===== config.mk =====
export PLATFORM = sky130hd
export DESIGN_NAME = halfAccumTop
export DESIGN_NICKNAME = d
export VERILOG_FILES = /design/src/verilog/halfAccumPkg.sv /design/src/verilog/elementFetch.sv /design/src/verilog/halfAlign.sv /design/src/verilog/halfAddNorm.sv /design/src/verilog/accumControl.sv /design/src/verilog/halfAccumTop.sv
export SDC_FILE = /design/constraint.sdc
export NUM_CORES = 1
export LEC_CHECK = 0
export BUFFER_PORTS_ARGS = -buffer_cell sky130_fd_sc_hd__buf_2
export CAP_MARGIN = 20
export CORE_MARGIN = 4
export CORE_UTILIZATION = 50
export CTS_CLUSTER_DIAMETER = 80
export DETAILED_ROUTE_END_ITERATION = 16
export PLACE_DENSITY = 0.67
export SKIP_LAST_GASP = 1
export SLEW_MARGIN = 5
export SYNTH_ARGS = -nofsm -noshare
export SYNTH_HDL_FRONTEND = slang
export SYNTH_HIERARCHICAL = 1
export SYNTH_SLANG_ARGS = --single-unit

===== constraint.sdc =====
create_clock -name ap_clk -period 28.3 [get_ports ap_clk]
set_input_delay 0 -clock ap_clk [delete_from_list [all_inputs] [get_ports ap_clk]]
set_output_delay 0 -clock ap_clk [all_outputs]
set_load 0.1 [all_outputs]

===== src/verilog/halfAccumPkg.sv =====
`default_nettype none

package halfAccumPkg;

	// Half-precision field widths
	localparam int EXP_W = 5;
	localparam int MAN_W = 10;               // Stored mantissa, hidden bit not included
	localparam int HALF_W = 1 + EXP_W + MAN_W; // 16-bit word
	localparam int EXP_BIAS = 15;

	// Run geometry
	localparam int ELEM_COUNT = 8;            // Words summed per run
	localparam int ADDR_W = $clog2(ELEM_COUNT);

	// Hidden bit, mantissa, then guard, round and sticky
	localparam int SIG_W = 1 + MAN_W + 3;

	// Aligner in, rounder out
	localparam int ADD_LATENCY = 3;

	// Field view of a half word
	typedef struct packed {
		logic sign;
		logic [EXP_W-1:0] exponent;           // Zero reads as zero, no subnormals
		logic [MAN_W-1:0] mantissa;
	} halfFields;

	// One memory word, seen as bits or as fields
	typedef union packed {
		logic [HALF_W-1:0] raw;
		halfFields f;
	} halfWord;

	// Align stage to add stage
	typedef struct packed {
		logic valid;
		logic sign;                           // Sign of the larger magnitude
		logic effSub;                         // Operand signs differ
		logic [EXP_W-1:0] exponent;           // Common exponent
		logic [SIG_W-1:0] sigBig;
		logic [SIG_W-1:0] sigSmall;           // Already shifted, sticky in bit 0
	} alignedPair;

	// Fetched operand or adder result
	typedef struct packed {
		logic valid;
		halfWord word;
	} halfItem;

endpackage

`default_nettype wire


===== src/verilog/elementFetch.sv =====
`timescale 1ns/1ps
`default_nettype none

module elementFetch (
	input logic ap_clk,
	input logic ap_rst,
	input logic runStart,                     // Rewinds to element 0
	input logic fetchReq,                     // One pulse per element
	output logic [halfAccumPkg::ADDR_W-1:0] memAddr,
	output logic memCe,
	input halfAccumPkg::halfWord memData,     // Arrives the cycle after memCe
	output halfAccumPkg::halfItem operand,
	output logic lastElem
);
	import halfAccumPkg::*;

	// Spare top bit lets the index reach ELEM_COUNT after the final read
	logic [ADDR_W:0] elemIdx;
	logic readValid;

	always_ff @(posedge ap_clk) begin
		if (ap_rst) begin
			elemIdx <= '0;
		end else if (runStart) begin
			elemIdx <= '0;
		end else if (fetchReq) begin
			elemIdx <= elemIdx + 1'b1; // Step after each read
		end
	end

	// Read data lands one cycle after the enable
	always_ff @(posedge ap_clk) begin
		if (ap_rst) begin
			readValid <= 1'b0;
		end else begin
			readValid <= memCe;
		end
	end

	assign memCe = fetchReq;
	assign memAddr = elemIdx[ADDR_W-1:0];

	// All words issued, so the next adder result is the final sum
	assign lastElem = (elemIdx == (ADDR_W + 1)'(ELEM_COUNT));

	// Data taken straight off the memory port in its valid cycle
	assign operand = '{valid: readValid, word: memData};

	// Controller must stop requesting once every element has gone out
	fetchInRange: assert property (@(posedge ap_clk) disable iff (ap_rst)
		memCe |-> (elemIdx < (ADDR_W + 1)'(ELEM_COUNT)))
		else $error("memCe with element index %0d out of range", elemIdx);

endmodule

`default_nettype wire


===== src/verilog/halfAlign.sv =====
`timescale 1ns/1ps
`default_nettype none

module halfAlign (
	input logic ap_clk,
	input logic ap_rst,
	input halfAccumPkg::halfItem opA,         // New element
	input halfAccumPkg::halfWord opB,         // Running sum
	output halfAccumPkg::alignedPair pair
);
	import halfAccumPkg::*;

	logic aIsBig;
	halfWord bigOp;
	halfWord smallOp;
	logic [EXP_W-1:0] expDiff;
	logic [SIG_W-1:0] sigBig;
	logic [SIG_W-1:0] sigSmall;
	logic [2*SIG_W-1:0] shiftWide;            // Upper half kept, lower half lost
	logic stickyBit;
	logic [SIG_W-1:0] sigAligned;

	// Exponent over mantissa, so the raw bits order by magnitude
	assign aIsBig = opA.word.raw[HALF_W-2:0] >= opB.raw[HALF_W-2:0];
	assign bigOp = aIsBig ? opA.word : opB;
	assign smallOp = aIsBig ? opB : opA.word;

	// Zero exponent reads as zero, otherwise the hidden bit comes back
	assign sigBig = (|bigOp.f.exponent) ?
		{1'b1, bigOp.f.mantissa, {(SIG_W - MAN_W - 1){1'b0}}} : '0;
	assign sigSmall = (|smallOp.f.exponent) ?
		{1'b1, smallOp.f.mantissa, {(SIG_W - MAN_W - 1){1'b0}}} : '0;

	// Never negative, big exponent is at least the small one
	assign expDiff = bigOp.f.exponent - smallOp.f.exponent;

	// Large differences push everything into the lower half
	assign shiftWide = {sigSmall, {SIG_W{1'b0}}} >> expDiff;
	assign stickyBit = |shiftWide[SIG_W-1:0];
	assign sigAligned = {shiftWide[2*SIG_W-1:SIG_W+1], shiftWide[SIG_W] | stickyBit};

	always_ff @(posedge ap_clk) begin
		if (ap_rst) begin
			pair.valid <= 1'b0;
		end else begin
			pair.valid <= opA.valid;
		end
		pair.sign <= bigOp.f.sign;
		pair.effSub <= opA.word.f.sign ^ opB.f.sign; // Differing signs subtract
		pair.exponent <= bigOp.f.exponent;
		pair.sigBig <= sigBig;
		pair.sigSmall <= sigAligned;
	end

endmodule

`default_nettype wire


===== src/verilog/halfAddNorm.sv =====
`timescale 1ns/1ps
`default_nettype none

module halfAddNorm (
	input logic ap_clk,
	input logic ap_rst,
	input halfAccumPkg::alignedPair pair,
	output halfAccumPkg::halfItem result
);
	import halfAccumPkg::*;

	// Zeros above the leading one, all bits when the sum is zero
	function automatic logic [$clog2(SIG_W + 2)-1:0] leadZeros(input logic [SIG_W:0] value);
		logic [$clog2(SIG_W + 2)-1:0] count;
		logic found;
		count = '0;
		found = 1'b0;
		for (int i = SIG_W; i >= 0; i--) begin
			if (value[i]) begin
				found = 1'b1;
			end else if (!found) begin
				count = count + 1'b1;
			end
		end
		return count;
	endfunction

	// Add stage registers
	logic s2Valid;
	logic s2Sign;
	logic [EXP_W-1:0] s2Exp;
	logic [SIG_W:0] s2Sum;                    // Bit SIG_W catches the carry

	// Normalize and round
	logic [$clog2(SIG_W + 2)-1:0] lzCount;
	logic [SIG_W:0] normSum;
	logic [EXP_W+1:0] expNorm;                // Two's complement, may go negative
	logic [EXP_W+1:0] expRound;
	logic [MAN_W-1:0] manNorm;
	logic guardBit;
	logic stickyBit;
	logic roundUp;
	logic [MAN_W:0] manRound;
	halfWord resultWord;

	always_ff @(posedge ap_clk) begin
		if (ap_rst) begin
			s2Valid <= 1'b0;
		end else begin
			s2Valid <= pair.valid;
		end
		s2Sign <= pair.sign;
		s2Exp <= pair.exponent;
		// Larger significand first, so a difference stays non-negative
		if (pair.effSub) begin
			s2Sum <= {1'b0, pair.sigBig} - {1'b0, pair.sigSmall};
		end else begin
			s2Sum <= {1'b0, pair.sigBig} + {1'b0, pair.sigSmall};
		end
	end

	// Leading one moved to the top bit
	assign lzCount = leadZeros(s2Sum);
	assign normSum = s2Sum << lzCount;
	assign expNorm = {2'b00, s2Exp} + (EXP_W + 2)'(1) - (EXP_W + 2)'(lzCount); // Carry is +1

	assign manNorm = normSum[SIG_W-1:SIG_W-MAN_W];
	assign guardBit = normSum[SIG_W-MAN_W-1];
	assign stickyBit = |normSum[SIG_W-MAN_W-2:0];

	// Nearest even
	assign roundUp = guardBit & (stickyBit | manNorm[0]);
	assign manRound = {1'b0, manNorm} + (MAN_W + 1)'(roundUp);
	assign expRound = expNorm + (EXP_W + 2)'(manRound[MAN_W]); // Mantissa wrapped to zero

	always_comb begin
		resultWord.f.sign = s2Sign;
		resultWord.f.exponent = expRound[EXP_W-1:0];
		resultWord.f.mantissa = manRound[MAN_W-1:0];
		if (s2Sum == '0) begin
			resultWord.raw = '0; // Exact cancellation gives +0
		end else if (expRound[EXP_W+1] || expRound == '0) begin
			resultWord.f.exponent = '0; // Underflow, signed zero
			resultWord.f.mantissa = '0;
		end else if (expRound[EXP_W:0] >= (EXP_W + 1)'(2 * EXP_BIAS + 1)) begin
			resultWord.f.exponent = '1; // Saturate to infinity
			resultWord.f.mantissa = '0;
		end
	end

	always_ff @(posedge ap_clk) begin
		if (ap_rst) begin
			result.valid <= 1'b0;
		end else begin
			result.valid <= s2Valid;
		end
		result.word <= resultWord;
	end

	// Aligner hands over the larger significand first
	sigOrder: assert property (@(posedge ap_clk) disable iff (ap_rst)
		pair.valid |-> (pair.sigBig >= pair.sigSmall))
		else $error("Aligned significands out of order");

endmodule

`default_nettype wire


===== src/verilog/accumControl.sv =====
`timescale 1ns/1ps
`default_nettype none

module accumControl (
	input logic ap_clk,
	input logic ap_rst,
	input logic ap_start,
	input logic ap_continue,
	output logic ap_done,
	output logic ap_idle,
	output logic ap_ready,
	output logic runStart,
	output logic fetchReq,
	input logic lastElem,                     // Every element already requested
	input halfAccumPkg::halfItem addResult,
	output halfAccumPkg::halfItem runningSum,
	output halfAccumPkg::halfWord sumOut,     // Held until the next completion
	output logic sumValid
);

	typedef enum logic [1:0] {
		stIdle,
		stFetch,                              // Request one element
		stWait,                               // Read plus adder latency
		stHold                                // Completion cycle
	} runState;

	runState state;
	runState nextState;
	logic doneHeld;                           // Done waiting for continue
	logic sumLoad;

	// Start refused while an earlier done is unacknowledged
	assign runStart = (state == stIdle) && ap_start && !doneHeld;
	assign fetchReq = (state == stFetch);
	assign sumLoad = (state == stWait) && addResult.valid;

	always_comb begin
		nextState = state;
		case (state)
			stIdle: begin
				if (runStart) begin
					nextState = stFetch;
				end
			end
			stFetch: nextState = stWait;
			stWait: begin
				if (sumLoad) begin
					nextState = lastElem ? stHold : stFetch; // Feedback, one in flight
				end
			end
			stHold: nextState = stIdle;
			default: nextState = stIdle;
		endcase
	end

	always_ff @(posedge ap_clk) begin
		if (ap_rst) begin
			state <= stIdle;
		end else begin
			state <= nextState;
		end
	end

	// Sum register feeds the adder back
	always_ff @(posedge ap_clk) begin
		if (ap_rst) begin
			runningSum.valid <= 1'b0;
		end else if (runStart) begin
			runningSum.valid <= 1'b1;
		end else if (sumLoad && lastElem) begin
			runningSum.valid <= 1'b0; // Run over
		end
		if (runStart) begin
			runningSum.word <= '0; // Positive zero
		end else if (sumLoad) begin
			runningSum.word <= addResult.word;
		end
	end

	// Final sum straight from the adder
	always_ff @(posedge ap_clk) begin
		if (sumLoad && lastElem) begin
			sumOut <= addResult.word;
		end
	end

	// Continue wins over a new completion
	always_ff @(posedge ap_clk) begin
		if (ap_rst) begin
			doneHeld <= 1'b0;
		end else if (ap_continue) begin
			doneHeld <= 1'b0;
		end else if (state == stHold) begin
			doneHeld <= 1'b1;
		end
	end

	assign ap_done = (state == stHold) || doneHeld;
	assign ap_ready = (state == stHold);
	assign sumValid = (state == stHold);
	assign ap_idle = (state == stIdle) && !ap_start;

	// One element in flight, so a sum only lands while waiting
	resultInWait: assert property (@(posedge ap_clk) disable iff (ap_rst)
		addResult.valid |-> (state == stWait))
		else $error("Adder result outside the wait state");

endmodule

`default_nettype wire


===== src/verilog/halfAccumTop.sv =====
`timescale 1ns/1ps
`default_nettype none

module halfAccumTop (
	input logic ap_clk,
	input logic ap_rst,
	input logic ap_start,
	input logic ap_continue,
	output logic ap_done,
	output logic ap_idle,
	output logic ap_ready,
	output logic [halfAccumPkg::ADDR_W-1:0] memAddr,
	output logic memCe,
	input halfAccumPkg::halfWord memData,
	output halfAccumPkg::halfWord sumOut,
	output logic sumValid
);
	import halfAccumPkg::*;

	logic runStart;
	logic fetchReq;
	logic lastElem;
	halfItem operand;
	halfItem adderIn;
	halfItem addResult;
	halfItem runningSum;
	alignedPair pair;

	// Operand only counts inside an active run
	assign adderIn = '{valid: operand.valid & runningSum.valid, word: operand.word};

	elementFetch fetch (
		.ap_clk(ap_clk), .ap_rst(ap_rst),
		.runStart(runStart), .fetchReq(fetchReq),
		.memAddr(memAddr), .memCe(memCe), .memData(memData),
		.operand(operand), .lastElem(lastElem)
	);

	halfAlign align (
		.ap_clk(ap_clk), .ap_rst(ap_rst),
		.opA(adderIn), .opB(runningSum.word), .pair(pair)
	);

	halfAddNorm addNorm (
		.ap_clk(ap_clk), .ap_rst(ap_rst),
		.pair(pair), .result(addResult)
	);

	accumControl control (
		.ap_clk(ap_clk), .ap_rst(ap_rst),
		.ap_start(ap_start), .ap_continue(ap_continue),
		.ap_done(ap_done), .ap_idle(ap_idle), .ap_ready(ap_ready),
		.runStart(runStart), .fetchReq(fetchReq), .lastElem(lastElem),
		.addResult(addResult), .runningSum(runningSum),
		.sumOut(sumOut), .sumValid(sumValid)
	);

endmodule

`default_nettype wire


After elaboration in Yosys (flattened, before gate mapping):

Cells that the tools add are included.

* bits in registers: 116
* latch bits: 0
* bits in writable memories: 0
* ROM bits: 0
* bits of input ports: 20
* output and inout port bits: 24
* word-level logic and storage cells: 136
* memories: 0

* add/sub/neg operators: 22
* multipliers: 0
* divide/modulo/power cells: 0
* magnitude comparators: 2
* equality and inequality tests: 6
* shift-type cells: 2
* mux-type cells: 55
* bitwise gates (word level): 5
* reductions and logical operators: 22

Operators with widths (number)
* 4-bit two-way mux: 28
* 4-bit by 1-bit adder with 4-bit output (second input constant): 14
* 15-bit two-way mux: 3
* 14-bit two-way mux: 2
* 28-bit by 5-bit >> shifter with 28-bit output: 1
* 1-bit two-way mux: 17
* 16-bit two-way mux: 1
* 14-bit by 14-bit adder with 15-bit output: 1
* 15-bit >= comparator: 1
* 15-bit logical NOT: 1
* 15-bit by 4-bit << shifter with 14-bit output: 1
* 14-bit by 14-bit subtractor with 15-bit output: 1
* 14-bit OR reduction: 1
* 10-bit by 1-bit adder with 11-bit output: 1
* 5-bit OR reduction: 2
* 2-bit case mux with 4 select lines: 1
* 7-bit by 1-bit adder with 7-bit output: 1
* 7-bit logical NOT: 1
* 7-bit by 4-bit subtractor with 7-bit output: 1
* 5-bit by 1-bit adder with 6-bit output (second input constant): 1
* 6-bit by 5-bit >= comparator with 1-bit output (second input constant): 1
* 2-bit two-way mux: 3
* 2-bit OR reduction: 3
* 3-bit OR reduction: 2
* 15 further kinds: 25

Longest topological paths before layout:

* depth in word-level cells: 52
* depth in mapped cells: 64
* depth with buffers taken out: 61

By module:

The synthesis kept the hierarchy.

By module, submodules not included
* halfAddNorm: instances 1, cells an instance 520, area each 4061.4 um^2, sequential area each 780.7 um^2
* halfAlign: instances 1, cells an instance 295, area each 2407.3 um^2, sequential area each 660.6 um^2
* accumControl: instances 1, cells an instance 109, area each 1283.7 um^2, sequential area each 880.8 um^2
* elementFetch: instances 1, cells an instance 45, area each 420.4 um^2, sequential area each 100.1 um^2
* halfAccumTop: instances 1, cells an instance 1, area each 6.3 um^2, sequential area each 0.0 um^2

Least setup slack after synthesis:

Ideal clock, no wire load.

* path kind: reg-to-reg
* start: register addNorm.s2Sum[13]
* end: register addNorm/result[9] (netlist bit)
* setup time: 58 ps
* arrival: 11617 ps
* required time: 28242 ps
* setup slack: 16625 ps
* stages on the path, launching flop included: 64
* path buffers: 3
* period minus slack after synthesis: 11675 ps
* cell sequence: dfxtp_1 -> inv_1 -> a21oi_1 -> ha_1 -> nor3_1 -> nor3_1 -> ha_1 -> mux2_2 -> ha_1 -> nor2_1 -> nor2_1 -> ha_1 -> o21ai_0 -> a21oi_1 -> ha_1 -> mux2_2 -> o211ai_1 -> a31oi_1 -> [28 not listed] -> nor2_1 -> ha_1 -> inv_1 -> nor2_1 -> nand4b_1 -> nor4_1 -> fa_1 -> ha_1 -> fa_1 -> a21oi_1 -> o21bai_1 -> xnor2_1 -> nor2_1 -> a31o_2 -> a211o_1 -> clkbuf_1 -> nor2_1 -> mux2_2

* longest elaborated chain between the ends: 49
* elaborated cells between the ends (all ways): 65
* those cells by class: add/sub: 16; order compare: 1; shift: 1; mux: 40; bitwise: 2; reduce/logical: 5

RTL lines
* start, declared: line halfAddNorm.sv:32 `logic [SIG_W:0] s2Sum;`
* start signal, assigned: line halfAddNorm.sv:56 `s2Sum <= {1'b0, pair.sigBig} - {1'b0, pair.sigSmall};`
* start signal, assigned: line halfAddNorm.sv:58 `s2Sum <= {1'b0, pair.sigBig} + {1'b0, pair.sigSmall};`
* parallel branches: the longest is 49 deep, another holds 4-bit by 1-bit adder with 4-bit output
* end, declared: line halfAddNorm.sv:8 `output halfAccumPkg::halfItem result`

Parallel ways; which one is timed is not known.
A chain may end at the register's enable or synchronous reset.

Worst setup path in the final report:

Same ends and word-level chain as after synthesis.

==> results.sh <==
export IMPL_synth_ff_type="dfxtp_1"
export IMPL_portBuffers=43
export IMPL_worstHoldEndpoint="control/state[0]"
export IMPL_pwr_share_comb_pct=48.2
export IMPL_die_w_um=136
export IMPL_clockPowerShare_pct=24.4
export IMPL_totalWireLength_um=19400
export IMPL_hpwl_um=14700
export IMPL_num_vias=6938
export IMPL_seq_area_frac_synth_pct=29.6
export IMPL_die_area_um2=18500
export IMPL_final_util_pct=56.7
export IMPL_syn2layout_area_growth_pct=10.6
export IMPL_cts_root_buf="clkbuf_16"
export IMPL_switching_share_pct=42.4
export IMPL_worstPathMaxFanout=18
export IMPL_overflow=0
export IMPL_cap_violations=0
export IMPL_p_sw_uw=358
export IMPL_tightest_slew_ps=1060
export IMPL_synth_seq_cells=113
export IMPL_reg2reg_setup_slack_ps=15040
export IMPL_drt_vias_per_instance=5.69
export IMPL_finalMaxSlewViolations=0
export IMPL_rsz0062_at_grt="no"
export IMPL_yosys_warnings=6
export IMPL_synth_edf_count=16
export IMPL_status="complete, no violations"
export IMPL_critPathArrivalTime_ps=13630
export IMPL_grtUsageTotal_pct=21.6
export IMPL_grt_max_degree=27
export IMPL_cts_buffers=17
export IMPL_clock_fmax_mhz=75.4
export IMPL_hold_depth=4
export IMPL_antenna_left=0
export IMPL_clockBufferDepth=2
export IMPL_coreArea_um2=15900
export IMPL_worstPathRequired_ps=28670
export IMPL_period_share_pct=46.9
export IMPL_finalHoldViolations=0
export IMPL_grt_pass1_wl_um=32000
export IMPL_crit_path_max_incr_delay_ps=710
export IMPL_diodes=0
export IMPL_cp_slowest_cell="or2_1"
export IMPL_r2r_start="addNorm/s2Sum[13]"
export IMPL_setup_viol=0
export IMPL_netlist_instances=970
export IMPL_core_rowCount=46
export IMPL_r2r_cells=61
export IMPL_timing_rr_end="addNorm/result[9]"
export IMPL_antenna_found_initial=0
export IMPL_fin_crit_ps=13260
export IMPL_path_class="reg -> reg"
export IMPL_powerDensity_nw_per_um2=93.5
export IMPL_gp_congestion=0.905
export IMPL_cts_sinks=113
export IMPL_min_from="ap_start"
export IMPL_syn_area_per_cell_um2=8.43
export IMPL_critPathCaptureType="flop"
export IMPL_synth_area_um2=8180
export IMPL_start_util_pct=51.3
export IMPL_p_int_uw=487
export IMPL_first_pass_iters=5
export IMPL_ios=44
export IMPL_leakage_uw=0.00370
export IMPL_die_height_um=136
export IMPL_clk_pin_slew_ps=60
export IMPL_drt_iter0_markers=575
export IMPL_drc_errors=0
export IMPL_tritoncts="done"
export IMPL_htreeDepth=4
export IMPL_routedWlPerCell_um=15.9
export IMPL_vdd_ir_drop_max_mv=0.0535
export IMPL_start_kind="flop"
export IMPL_cts_resized=0
export IMPL_fin_nets=1069
export IMPL_crit_path_frequent_cell="ha_1"
export IMPL_ys_types=94
export IMPL_drive_above_1_share_pct=13.7
export IMPL_finClkSkew_ps=9.40
export IMPL_p_seq_share_pct=27.4
export IMPL_clock_latency_ps=420
export IMPL_synth_async_reset_ratio_pct=0
export IMPL_first_global_vias=6455
export IMPL_maxSlewHeadroom_pct=29.0
export IMPL_hold_path_class="in -> reg"
export IMPL_finalSetupTns_ps=0
==> final cells by class <==
class / count / area (µm²)
fill: 1421 / 6900
multi-input combinational: 729 / 5110
sequential: 113 / 2420
timing repair buffer: 65 / 428
clock buffer: 17 / 425
tap: 216 / 270
inverter: 65 / 246
clock inverter: 15 / 145
==> power groups by stage <==
stage / Clock, µW / Sequential [µW] / Combinational (µW)
CTS: 211 / 230 / 404
detailed placement: 0 / 233 / 400
finish: 206 / 231 / 408
floorplan: 0 / 205 / 348
global placement: 0 / 233 / 399
global route: 218 / 235 / 455
==> cells in the mapped netlist (19+ instances only) <==
cell type / instances / area, µm²
mux2i_1: 42 / 420
nand3_1: 19 / 95.1
nand2_1: 103 / 387
a21oi_1: 84 / 420
dfxtp_1: 97 / 1940
inv_1: 60 / 225
buf_4: 28 / 210
o21ai_0: 34 / 170
nor2b_1: 19 / 119
mux2_2: 19 / 214
ha_1: 55 / 688
nor2_1: 86 / 323
nor3_1: 32 / 160
xnor2_1: 28 / 245
==> sequential cells by signal, indices dropped and copies added, names as in the netlist <==
name                flops
align/pair             33
control/state           2
addNorm/s2Sum          15
fetch/readValid         1
control/doneHeld        1
addNorm/s2Valid         1
control/sumOut         16
addNorm/s2Exp           5
fetch/elemIdx           4
addNorm/s2Sign          1
addNorm/result         17
control/runningSum     17
==> placed cells by master, fill, tap and decap left out, types with 4 or more instances in the layout <==
cell type      count
dfxtp_1           97
nand4_1            8
o211ai_1           5
a211oi_1           8
xnor2_1           28
nor2b_1           19
o21bai_1           4
buf_2             43
nor4_1             7
a31oi_1            6
nand4b_1           5
and2_1            10
inv_1             60
edfxtp_1          16
nand2b_1          10
ha_1              55
mux2i_1           42
or4_1              4
o21ai_0           34
mux2_2            19
a21oi_1           84
or3_1              9
nor2_1            86
clkbuf_16         17
inv_6              7
nor3_1            32
dlygate4sd3_1     19
nand3_1           19
mux4_2             8
nand2_1          103
xor2_1             8
nor3b_1            6
and3_1             9
a21o_1             8
==> per-layer routing <==
layer	track usage (%)	wire [µm]	part of all wire [%]	vias to the layer above
li1	-	-	-	3466
met1	30.3	9410	48	3189
met2	33.0	8530	44	250
met3	4.81	1150	5.9	33
met4	7.11	332	1.7	0
met5	0	0	0	-
==> how the worst max path moves through the flow <==
stage / startpoint / end / slack (ps) / cells after the start
after floorplan: addNorm/s2Sum[13] / addNorm/result[9] / 16620 / 63
after global placement: addNorm/s2Sum[13] / addNorm/result[9] / 15670 / 61
after detailed placement: addNorm/s2Sum[13] / addNorm/result[9] / 15240 / 61
after CTS: addNorm/s2Sum[13] / addNorm/result[9] / 15150 / 61
after global routing: addNorm/s2Sum[13] / addNorm/result[9] / 13780 / 61
final: addNorm/s2Sum[13] / addNorm/result[9] / 15040 / 61
==> worst max-delay path, delay by kind of cell, from the launching register on <==
| kind | cells | cell delay, ps |
|---|---|---|
| AND/OR/NAND/NOR | 14 | 2870 |
| XOR/XNOR | 1 | 240 |
| buffers and inverters | 5 | 520 |
| AO/OA/AOI/OAI | 17 | 3110 |
| flip-flops | 1 | 450 |
| multiplexers | 8 | 1670 |
| adder cells (fa/ha/maj) | 16 | 4350 |
==> logic make-up after synthesis <==
kind of cell	share of synthesized area, %
simple gates	22.5
compound gates	15.7
buf+inv	8.00
flops	29.6
mux	10.6
fa+ha+maj	9.15
xor+xnor	4.39
other cells	0.0458
==> per-stage QoR <==
stage	setup WS [ps]	cell area [µm²]	instances	power [µW]	hold slack [ps]
after floorplan	16620	8190	972	553	71.6
after global placement	15670	8290	1169	633	163
after CTS	15150	9050	1220	845	10.6
final	15040	9050	1220	846	25.1
after global routing	13780	9050	1220	908	52.7
after detailed placement	15240	8290	1169	632	167
==> timing repair <==
action,CTS,global route
endpoints found under the hold margin,25,0
hold buffers,19,0
buffers inserted,0,0
Power figures use the tool's default switching activity.
